`config.mk`:
```
export PLATFORM = sky130hd
export DESIGN_NAME = prtcl_chkr_csr
export DESIGN_NICKNAME = d
export VERILOG_FILES = /design/src/csr_pkg.sv /design/src/prtcl_chkr_pkg.sv /design/src/csr_access_pipe.sv /design/src/error_capture.sv /design/src/prtcl_chkr_regs.sv /design/src/prtcl_chkr_csr.sv
export SDC_FILE = /design/constraint.sdc
export NUM_CORES = 1
export LEC_CHECK = 0
export BUFFER_PORTS_ARGS = -buffer_cell sky130_fd_sc_hd__buf_4
export CORE_MARGIN = 1.5
export CORE_UTILIZATION = 46
export CTS_CLUSTER_SIZE = 8
export DETAILED_ROUTE_END_ITERATION = 16
export PLACE_DENSITY = 0.75
export SYNTH_ARGS = -nofsm -noshare
export SYNTH_HDL_FRONTEND = slang
export SYNTH_HIERARCHICAL = 1
export SYNTH_SLANG_ARGS = --single-unit
```
`constraint.sdc`:
```
create_clock -name clk -period 4.3 [get_ports clk]
set_input_delay 0.43 -clock clk [delete_from_list [all_inputs] [get_ports clk]]
set_output_delay 0.43 -clock clk [all_outputs]
set_load 0.005 [all_outputs]
```
`src/csr_pkg.sv`:
```
/* Host access types shared by the access pipeline and the register bank.
   Word addresses in a write command are limited to CSR_ADDR_W bits. */

package csr_pkg;

   // **************************************************
   // Widths
   // **************************************************

   // Widest word address a write command can carry
   localparam int unsigned CSR_ADDR_W = 8;

   // Register width and byte lanes
   localparam int unsigned CSR_DATA_W = 64;
   localparam int unsigned CSR_BE_W   = CSR_DATA_W / 8;

   // **************************************************
   // Host write encoding
   // **************************************************

   // Which part of the 64-bit word a host write touches
   typedef enum logic [1:0] {
      NONE    = 2'h0,
      UPPER32 = 2'h1,
      LOWER32 = 2'h2,
      FULL64  = 2'h3
   } csr_access_type_t;

   // The two 32-bit lanes of a register word
   typedef struct packed {
      logic [31:0] hi32;
      logic [31:0] lo32;
   } csr_half_t;

   // Write data seen as a whole word or as two lanes
   typedef union packed {
      logic [CSR_DATA_W-1:0] word;
      csr_half_t             half;
   } csr_wdata_u;

   // Pipelined write command as the register bank sees it
   typedef struct packed {
      logic                  valid;
      logic [CSR_ADDR_W-1:0] addr;   // zero-extended word address
      logic [CSR_BE_W-1:0]   be;     // one bit per byte lane
      csr_wdata_u            data;
   } csr_wr_cmd_t;

endpackage

```
`src/prtcl_chkr_pkg.sv`:
```
/* Error vector layout and register map of the protocol checker.
   All error registers are six bits wide and read back zero-extended. */

package prtcl_chkr_pkg;

   // **************************************************
   // Error flags
   // **************************************************

   // One flag per protocol rule, driven by the checker every cycle
   typedef struct packed {
      logic max_read_req_size;       // read request above the size limit
      logic max_tag;                 // tag out of range
      logic unexp_mmio_rsp;          // response with no request outstanding
      logic mmio_timeout;            // request never answered
      logic mmio_data_overrun;       // response longer than requested
      logic mmio_insufficient_data;  // response shorter than requested
   } prtcl_chkr_err_t;

   // Flag count, used to slice the error bits out of a register word
   localparam int unsigned ERR_W = $bits(prtcl_chkr_err_t);

   // **************************************************
   // Register map (word addresses)
   // **************************************************

   // Sticky errors, write 1 to clear
   localparam int unsigned ERR_STATUS_ADDR = 0;

   // Snapshot of the first error after an all-clear, read only
   localparam int unsigned FIRST_ERR_ADDR  = 1;

   // Set bits block the matching incoming flags
   localparam int unsigned ERR_MASK_ADDR   = 2;

   // Free 64-bit read/write register for the host
   localparam int unsigned SCRATCH_ADDR    = 3;

   // Anything else reads zero and ignores writes

endpackage

```
`src/csr_access_pipe.sv`:
```
/* csr_write is a one-cycle pulse; csr_read must be held until csr_readdata_valid
   and then dropped for at least one cycle. No back-pressure on either path. */

`timescale 1ns/1ps

module csr_access_pipe
   import csr_pkg::*;
#(
   parameter int unsigned ADDR_W = 6
) (
   input  logic                clk,
   input  logic                rst_n,

   // Host write strobe and payload
   input  logic                csr_write,
   input  logic [ADDR_W-1:0]   csr_waddr,
   input  csr_access_type_t    csr_write_type,
   input  csr_wdata_u          csr_wdata,

   // Host read level and address
   input  logic                csr_read,
   input  logic [ADDR_W-1:0]   csr_raddr,

   // Toward the register bank
   output csr_wr_cmd_t         wr_cmd,
   output logic                rd_req,
   output logic [ADDR_W-1:0]   rd_addr,

   // Back to the host
   output logic                csr_readdata_valid
);

   // **************************************************
   // Write pipeline
   // **************************************************

   // Stage 1 and 2 strobes
   logic                write_r1;
   logic                write_r2;

   // Stage 1 and 2 payload
   csr_access_type_t    type_r1;
   csr_access_type_t    type_r2;
   logic [ADDR_W-1:0]   waddr_r1;
   logic [ADDR_W-1:0]   waddr_r2;
   csr_wdata_u          wdata_r1;
   csr_wdata_u          wdata_r2;

   // Stage 3, the command handed to the bank
   logic                valid_r3;
   logic [CSR_BE_W-1:0] be_r3;
   logic [ADDR_W-1:0]   waddr_r3;
   csr_wdata_u          wdata_r3;

   // Strobe chain, the only write state under reset
   always_ff @(posedge clk or negedge rst_n) begin
      if (!rst_n) begin
         write_r1 <= 1'b0;
         write_r2 <= 1'b0;
         valid_r3 <= 1'b0;
      end else begin
         write_r1 <= csr_write;
         write_r2 <= write_r1;
         valid_r3 <= write_r2;
      end
   end

   // Payload travels alongside the strobe
   always_ff @(posedge clk) begin
      type_r1  <= csr_write_type;
      waddr_r1 <= csr_waddr;
      wdata_r1 <= csr_wdata;

      type_r2  <= type_r1;
      waddr_r2 <= waddr_r1;
      wdata_r2 <= wdata_r1;

      waddr_r3 <= waddr_r2;

      // Last stage turns the write type into byte lanes
      case (type_r2)
         FULL64:  be_r3 <= 8'hFF;
         UPPER32: be_r3 <= 8'hF0;
         LOWER32: be_r3 <= 8'h0F;
         default: be_r3 <= 8'h00;
      endcase

      // Lanes outside the write are zeroed so the command carries clean data
      wdata_r3.half.hi32 <= (type_r2 inside {FULL64, UPPER32}) ? wdata_r2.half.hi32 : '0;
      wdata_r3.half.lo32 <= (type_r2 inside {FULL64, LOWER32}) ? wdata_r2.half.lo32 : '0;
   end

   // Address is zero-extended to the command field
   assign wr_cmd.valid = valid_r3;
   assign wr_cmd.addr  = CSR_ADDR_W'(waddr_r3);
   assign wr_cmd.be    = be_r3;
   assign wr_cmd.data  = wdata_r3;

   // **************************************************
   // Read path
   // **************************************************

   logic              read_r1;
   logic              read_r2;
   logic [ADDR_W-1:0] raddr_r1;
   logic              rd_done_r2;
   logic              rd_done_r3;

   // Rising edge of the held read level, one request per read
   assign rd_req  = read_r1 & ~read_r2;
   assign rd_addr = raddr_r1;

   // Address sampled with the level it belongs to
   always_ff @(posedge clk) begin
      raddr_r1 <= csr_raddr;
   end

   // Request edge, then a shift chain that ends in the valid pulse
   always_ff @(posedge clk or negedge rst_n) begin
      if (!rst_n) begin
         read_r1            <= 1'b0;
         read_r2            <= 1'b0;
         rd_done_r2         <= 1'b0;
         rd_done_r3         <= 1'b0;
         csr_readdata_valid <= 1'b0;
      end else begin
         read_r1            <= csr_read;
         read_r2            <= read_r1;
         rd_done_r2         <= rd_req;
         rd_done_r3         <= rd_done_r2;
         csr_readdata_valid <= rd_done_r3;
      end
   end

endmodule

```
`src/error_capture.sv`:
```
/* Masking applies to incoming flags only; bits already sticky stay until cleared.
   A flag that is set and cleared on the same edge stays set. */

`timescale 1ns/1ps

module error_capture
   import prtcl_chkr_pkg::*;
(
   input  logic            clk,
   input  logic            rst_n,

   // From the checker, sampled every cycle
   input  prtcl_chkr_err_t error_vector,

   // From the register bank
   input  prtcl_chkr_err_t err_mask,
   input  prtcl_chkr_err_t err_clear,    // one-cycle write-1-to-clear

   // Back to the register bank
   output prtcl_chkr_err_t err_sticky,
   output prtcl_chkr_err_t first_err,

   // Any error pending
   output logic            err_active
);

   // **************************************************
   // Next-state terms
   // **************************************************

   // Flags that get through the mask this cycle
   prtcl_chkr_err_t err_new;

   // Sticky vector after this edge
   prtcl_chkr_err_t sticky_next;

   // Idle means nothing is pending
   logic            sticky_clear;
   logic            new_seen;

   assign err_new      = error_vector & ~err_mask;

   // Clear first, then OR in new flags so a set wins
   assign sticky_next  = (err_sticky & ~err_clear) | err_new;

   assign sticky_clear = (err_sticky == '0);
   assign new_seen     = (err_new != '0);

   // **************************************************
   // State
   // **************************************************

   always_ff @(posedge clk or negedge rst_n) begin
      if (!rst_n) begin
         err_sticky <= '0;
         first_err  <= '0;
         err_active <= 1'b0;
      end else begin
         err_sticky <= sticky_next;

         // Follows the sticky bits on the same edge
         err_active <= |sticky_next;

         // Snapshot only the first error after an all-clear
         // It then stays frozen until the host clears everything
         if (sticky_clear && new_seen) begin
            first_err <= err_new;
         end
      end
   end

endmodule

```
`src/prtcl_chkr_regs.sv`:
```
/* FIRST_ERR is read only; writes to ERR_STATUS clear the enabled bits.
   Unmapped word addresses read zero and ignore writes. */

`timescale 1ns/1ps

module prtcl_chkr_regs
   import csr_pkg::*;
   import prtcl_chkr_pkg::*;
#(
   parameter int unsigned ADDR_W = 6
) (
   input  logic                  clk,
   input  logic                  rst_n,

   // From the access pipeline
   input  csr_wr_cmd_t           wr_cmd,
   input  logic                  rd_req,
   input  logic [ADDR_W-1:0]     rd_addr,

   // From error capture
   input  prtcl_chkr_err_t       err_sticky,
   input  prtcl_chkr_err_t       first_err,

   // To error capture
   output prtcl_chkr_err_t       err_mask,
   output prtcl_chkr_err_t       err_clear,

   // To the host
   output logic [CSR_DATA_W-1:0] csr_readdata
);

   // **************************************************
   // Write decode
   // **************************************************

   // Byte enables spread to one bit per data bit
   logic [CSR_DATA_W-1:0] wr_bits;
   logic [ADDR_W-1:0]     wr_addr;
   logic                  status_hit;
   logic                  mask_hit;
   logic                  scratch_hit;
   logic [CSR_DATA_W-1:0] scratch;

   always_comb begin
      for (int i = 0; i < CSR_BE_W; i++) begin
         wr_bits[i*8 +: 8] = {8{wr_cmd.be[i]}};
      end
   end

   assign wr_addr     = wr_cmd.addr[ADDR_W-1:0];
   assign status_hit  = wr_cmd.valid && (wr_addr == ADDR_W'(ERR_STATUS_ADDR));
   assign mask_hit    = wr_cmd.valid && (wr_addr == ADDR_W'(ERR_MASK_ADDR));
   assign scratch_hit = wr_cmd.valid && (wr_addr == ADDR_W'(SCRATCH_ADDR));

   // Clear pulse lasts exactly as long as the command
   assign err_clear = status_hit ?
                      prtcl_chkr_err_t'(wr_cmd.data.half.lo32[ERR_W-1:0] & wr_bits[ERR_W-1:0]) :
                      '0;

   // Mask and scratch keep every byte that is not enabled
   always_ff @(posedge clk or negedge rst_n) begin
      if (!rst_n) begin
         err_mask <= '0;
         scratch  <= '0;
      end else begin
         if (mask_hit) begin
            err_mask <= prtcl_chkr_err_t'((err_mask & ~wr_bits[ERR_W-1:0]) |
                                          (wr_cmd.data.half.lo32[ERR_W-1:0] &
                                           wr_bits[ERR_W-1:0]));
         end
         if (scratch_hit) begin
            scratch <= (scratch & ~wr_bits) | (wr_cmd.data.word & wr_bits);
         end
      end
   end

   // **************************************************
   // Read mux
   // **************************************************

   // Data is captured once per request and held for the host
   always_ff @(posedge clk or negedge rst_n) begin
      if (!rst_n) begin
         csr_readdata <= '0;
      end else if (rd_req) begin
         case (rd_addr)
            ADDR_W'(ERR_STATUS_ADDR): csr_readdata <= {{(CSR_DATA_W-ERR_W){1'b0}}, err_sticky};
            ADDR_W'(FIRST_ERR_ADDR):  csr_readdata <= {{(CSR_DATA_W-ERR_W){1'b0}}, first_err};
            ADDR_W'(ERR_MASK_ADDR):   csr_readdata <= {{(CSR_DATA_W-ERR_W){1'b0}}, err_mask};
            ADDR_W'(SCRATCH_ADDR):    csr_readdata <= scratch;
            default:                  csr_readdata <= '0;
         endcase
      end
   end

endmodule

```
`src/prtcl_chkr_csr.sv`:
```
/* Single clock domain; the host drives plain strobes with no bus bridge.
   ADDR_W must be between 2 and 8 bits. */

`timescale 1ns/1ps

module prtcl_chkr_csr
   import csr_pkg::*;
   import prtcl_chkr_pkg::*;
#(
   parameter int unsigned ADDR_W = 6
) (
   input  logic                  clk,
   input  logic                  rst_n,

   // Host write side
   input  logic                  csr_write,
   input  logic [ADDR_W-1:0]     csr_waddr,
   input  csr_access_type_t      csr_write_type,
   input  csr_wdata_u            csr_wdata,

   // Host read side
   input  logic                  csr_read,
   input  logic [ADDR_W-1:0]     csr_raddr,
   output logic [CSR_DATA_W-1:0] csr_readdata,
   output logic                  csr_readdata_valid,

   // Checker side
   input  prtcl_chkr_err_t       error_vector,
   output logic                  err_active
);

   // Pipeline to bank
   csr_wr_cmd_t       wr_cmd;
   logic              rd_req;
   logic [ADDR_W-1:0] rd_addr;

   // Bank and error capture loop
   prtcl_chkr_err_t   err_mask;
   prtcl_chkr_err_t   err_clear;
   prtcl_chkr_err_t   err_sticky;
   prtcl_chkr_err_t   first_err;

   // **************************************************
   // Host access timing
   // **************************************************
   csr_access_pipe #(
      .ADDR_W (ADDR_W)
   ) access_pipe_i (
      .clk                (clk),
      .rst_n              (rst_n),
      .csr_write          (csr_write),
      .csr_waddr          (csr_waddr),
      .csr_write_type     (csr_write_type),
      .csr_wdata          (csr_wdata),
      .csr_read           (csr_read),
      .csr_raddr          (csr_raddr),
      .wr_cmd             (wr_cmd),
      .rd_req             (rd_req),
      .rd_addr            (rd_addr),
      .csr_readdata_valid (csr_readdata_valid)
   );

   // Sticky flags and first-error snapshot
   error_capture error_capture_i (
      .clk          (clk),
      .rst_n        (rst_n),
      .error_vector (error_vector),
      .err_mask     (err_mask),
      .err_clear    (err_clear),
      .err_sticky   (err_sticky),
      .first_err    (first_err),
      .err_active   (err_active)
   );

   // Register map and read data
   prtcl_chkr_regs #(
      .ADDR_W (ADDR_W)
   ) regs_i (
      .clk          (clk),
      .rst_n        (rst_n),
      .wr_cmd       (wr_cmd),
      .rd_req       (rd_req),
      .rd_addr      (rd_addr),
      .err_sticky   (err_sticky),
      .first_err    (first_err),
      .err_mask     (err_mask),
      .err_clear    (err_clear),
      .csr_readdata (csr_readdata)
   );

endmodule

```
### After elaboration in Yosys (flattened, before gate mapping)

Index checks and enable logic that the tools add are counted.

| word-level totals | value |
|---|---|
| flip-flop bits (word level) | 383 |
| bits in latches | 0 |
| memory bits (writable) | 0 |
| ROM bits | 0 |
| bits of input ports | 88 |
| output and inout port bits | 66 |
| logic and storage cells | 77 |
| memories kept | 0 |

| operators by class | value |
|---|---|
| add/sub/neg operators | 0 |
| multipliers | 0 |
| divide/modulo/power cells | 0 |
| magnitude comparators | 0 |
| eq/ne operators | 8 |
| shift operators | 0 |
| muxes and demuxes | 3 |
| bitwise logic cells | 15 |
| reduce and logical (&&, ||, !) cells | 11 |

Operator list:

| operator | number |
|---|---|
| $pmux W64 S4 | 1 |
| $and A64 B64 Y64 | 2 |
| $not A64 Y64 | 1 |
| $or A64 B64 Y64 | 1 |
| $and A6 B6 Y6 | 4 |
| $eq A6 B2 Y1 const B | 4 |
| $pmux W8 S3 | 1 |
| $logic_not A6 Y1 | 3 |
| $not A6 Y6 | 3 |
| $or A6 B6 Y6 | 2 |
| $eq A6 B1 Y1 const B | 1 |
| $mux W6 | 1 |
| $reduce_bool A6 Y1 | 1 |
| $reduce_or A6 Y1 | 1 |
| $eq A2 B2 Y1 const B | 2 |
| $logic_and A1 B1 Y1 | 4 |
| $reduce_bool A2 Y1 | 2 |
| $eq A2 B1 Y1 const B | 1 |
| $and A1 B1 Y1 | 1 |
| $not A1 Y1 | 1 |

### Depth between registers and ports, before layout

| logic depth | value |
|---|---|
| depth after elaboration | 7 |
| mapped depth | 9 |
| gate-level depth less buffers | 7 |

### By module

Netlist, hierarchy kept.

By module, submodules not included:

| module | instances | cells each | area each (um^2) | seq. area each (um^2) |
|---|---|---|---|---|
| csr_access_pipe | 1 | 313 | 5240.0 | 4644.5 |
| prtcl_chkr_regs | 1 | 341 | 5235.0 | 3353.2 |
| error_capture | 1 | 56 | 631.9 | 325.3 |

### Least setup slack after synthesis

OpenSTA, ideal clock, no wires.

| timing path | value |
|---|---|
| path kind | flip-flop to flip-flop |
| start | register access_pipe_i.valid_r3 |
| end | register error_capture_i.err_active |
| setup time | 0.125 ns |
| arrival | 1.682 ns |
| required time | 4.175 ns |
| setup slack | 2.493 ns |
| stages on the path, launching flop included | 10 |
| buffers on the path | 2 |
| period minus slack after synthesis | 1.807 ns |
| path through | dfrtp_1 > buf_4 > nor3b_1 > buf_4 > and4b_1 > and2_1 > inv_2 > a21o_1 > nor4_1 > nand2_1 |

RTL lines:

| item | line | RTL |
|---|---|---|
| from (decl) | csr_access_pipe.sv:50 | `logic valid_r3;` |
| from (signal assigned) | csr_access_pipe.sv:64 | `valid_r3 <= write_r2;` |
| to (signal assigned) | error_capture.sv:62 | `err_active <= \|sticky_next;` |
| to (decl) | error_capture.sv:24 | `output logic err_active` |

### Final worst setup path

| timing path | value |
|---|---|
| start | register access_pipe_i.read_r1 |
| end | register regs_i.csr_readdata[39] |

| between the ends | value |
|---|---|
| longest elaborated chain between the ends | 1 |

Ends and longest elaborated chain:

| item | line | RTL |
|---|---|---|
| from (decl) | csr_access_pipe.sv:103 | `logic read_r1;` |
| from (signal assigned) | csr_access_pipe.sv:127 | `read_r1 <= csr_read;` |
| $and A1 B1 Y1 | csr_access_pipe.sv:110 | `assign rd_req = read_r1 & ~read_r2;` |
| via rd_req | prtcl_chkr_csr.sv:34 | `logic rd_req;` |
| to (signal assigned) | prtcl_chkr_regs.sv:87 | `ADDR_W'(ERR_STATUS_ADDR): csr_readdata <= {{(CSR_DATA_W-ERR_W){1'b0}}, err_sticky};` |
| to (signal assigned) | prtcl_chkr_regs.sv:88 | `ADDR_W'(FIRST_ERR_ADDR): csr_readdata <= {{(CSR_DATA_W-ERR_W){1'b0}}, first_err};` |
| to (signal assigned) | prtcl_chkr_regs.sv:89 | `ADDR_W'(ERR_MASK_ADDR): csr_readdata <= {{(CSR_DATA_W-ERR_W){1'b0}}, err_mask};` |
| to (decl) | prtcl_chkr_regs.sv:29 | `output logic [CSR_DATA_W-1:0] csr_readdata` |

The timed path passes the listed nets, and every way through them passes these cells.
A chain may end at the register's enable or synchronous reset.

==> summary.md <==
| Metric | Value |
|---|---|
| Family with the most delay on the worst path | simple AND/OR/NAND/NOR gates |
| Layout Nets | 1,052 |
| Minimum clock period | roughly 2600 ps |
| Final period util | 0.6118 |
| Pins Over Slew Limit | 0 |
| Clock sinks | ~380 |
| Leak Pwr | slightly below 7 nW |
| First-pass GRT wire length | between 30,000 and 40,000 µm |
| Antenna Diode Count | 0 |
| Reported max-cap violation count | 0 |
| CTS max path bufs | 3 |
| Number of global-route vias before repair | approximately 6,500 |
| H-tree depth | 2 |
| Overflow after GRT | 0 |
| HP Class | primary input to flop |
| Vias | about 6,100 |
| Setup_tns | 0 ps |
| Worst slew pin tran | ~1300 ps |
| Warnings from Yosys | 6 |
| Skew final | around 16 ps |
| Final Hold Viols | 0 |
| Critical path class | flop to flop |
| DP HPWL | about 12,000 µm |
| Antenna Nets Post-Route | 0 |
| Slew HR | 0.1442 |
| Die footprint | approximately 25,000 µm² |
| Routed wire length | 20,880 µm |
| Die Span Y | 158.3 µm |
| Initial Util | 0.4710 |
| GP Congestion | approximately 0.80 |
| 1st-pass router iterations | 4 |
| Largest net degree at the start of global routing | 65 |
| Clock-pin slew on the worst setup and hold paths | ~50 ps |
| Initial DRC count | roughly 240 |
| Wirelength per Cell | roughly 16 µm |
| Core Util, Final | 0.6285 |
| Final instance area | 14,800 µm² |
| Worst Path Required | between 4000 and 5000 ps |
| Peak VDD IR | between 0.3 and 0.4 mV |
| Syn Inst Count | between 700 and 800 |
| I/O pin cnt | about 150 |
| Initial antenna violation count | 0 |
| Clock tree from TritonCTS | done |
| Port bufs | 153 |
| Row count | 56 |
| Design Power | around 7.7 mW |
| CORE AREA | 23,540 µm² |
| Routed vias/inst | 4.612 |
| Worst hold margin | 277.8 ps |
| Max Clock Freq | ~0.38 GHz |
| Status | complete, no violations |
| Total Routing Usage GR | 0.1713 |
| TritonCTS Buffers | between 50 and 60 |
| Crit-path max FO | 58 |
| Worst Path Buf+Inv | 0 |
| Max incr delay on CP | 1250 ps |
| Layout cell share with drive strength beyond 1 | 0.3821 |
| Clk_lat worst skew | 540 ps |
| Syn_area_per_cell | around 16 µm² |
| Startpoint type of the worst setup path | flop |
| Post-CTS sizing | 0 |
| RSZ-0062 raised after global routing | no |
| Crit. End Element | flop |
| Cell Area, Synth | roughly 11,000 µm² |
| Synth-to-Final Area Change | 33.43% |
| Post-Syn Nets | just under 800 |
| Clk root buf | clkbuf_16 |
| DRC violations left | 0 |
| Final setup fails | 0 |
| Die width | ~160 µm |
| Fillcell total | 1,729 |
| Critical-path cell list | nor2b_1 > and4_2 > a22o_1 |
| Critical path arrival | approximately 3100 ps |
| Worst path slowest cell | and4_2 |
| Power per cell area | between 500 and 600 nW/µm² |
| Placed Area | 12,470 µm² |
-- final cells by class --
cell class | count | area [µm²] | share of cell area
Timing Repair Buffer | 237 | 1986 | 0.1342
Tap cell | 319 | 399.1 | 0.02698
Sequential cell | 377 | 8323 | 0.5625
Multi-Input combinational cell | 282 | 2520 | 0.1703
Clock buffer | 92 | 1473 | 0.09953
Inverter | 13 | 48.80 | 0.003298
Clock inverter | 4 | 46.29 | 0.003129
-- metrics by stage --
step	std cells	setup WS, ps
final	1324	1669
after global placement	1147	1781
after global routing	1324	1551
after floorplan	707	2493
after detailed placement	1147	1673
after CTS	1321	1646
-- repair_timing --
action	in CTS	in global routing
hold buffers	78	3
setup buffers	0	0
hold endpoints to repair	126	3
-- power breakdown --
group / internal, mW / total, mW / switching, mW
Combinational: 0.162 / 0.259 / 0.0965
Sequential: 3.67 / 3.73 / 0.0604
Clock: 2.30 / 3.70 / 1.40
Total: 6.13 / 7.69 / 1.56
-- final timing paths --
| kind | end | start | slack [ps] | cells after the start |
|---|---|---|---|---|
| max | regs_i/csr_readdata[39] | access_pipe_i/read_r1 | 1670 | 3 |
| min | error_capture_i/first_err[5] | error_vector[5] | 280 | 4 |
| max reg2reg | regs_i/csr_readdata[39] | access_pipe_i/read_r1 | 1670 | 3 |
| min reg2reg | access_pipe_i/wdata_r2[26] | access_pipe_i/wdata_r1[26] | 320 | 0 |
| max in group asynchronous | regs_i/csr_readdata[50] | rst_n | 2800 | 3 |
| min in group asynchronous | access_pipe_i/write_r1 | rst_n | 390 | 2 |
-- placed cells by master, fill, tap and decap left out, types with 10 or more instances in the layout --
| cell | count |
|---|---|
| dlygate4sd3_1 | 81 |
| clkbuf_1 | 39 |
| a22o_1 | 58 |
| nand2_1 | 12 |
| and2_2 | 64 |
| clkbuf_16 | 53 |
| dfrtp_1 | 155 |
| buf_4 | 155 |
| mux2_2 | 76 |
| dfxtp_1 | 222 |
| inv_1 | 10 |
-- per-layer routing --
metal / vias to the layer above / wire, µm / GRT usage
met5: - / 0 / 0
met4: 0 / 600 / 0.07477
met3: 46 / 831 / 0.03293
met2: 137 / 10880 / 0.3011
met1: 2991 / 8566 / 0.2048
li1: 2932 / - / -
-- worst register-to-register path, stage by stage, from the launching register on --
cell     delay [ps]
dfrtp_1         330
nor2b_1         680
and4_2         1250
a22o_1          290
Note: power is estimated with default switching activity, not from simulation.
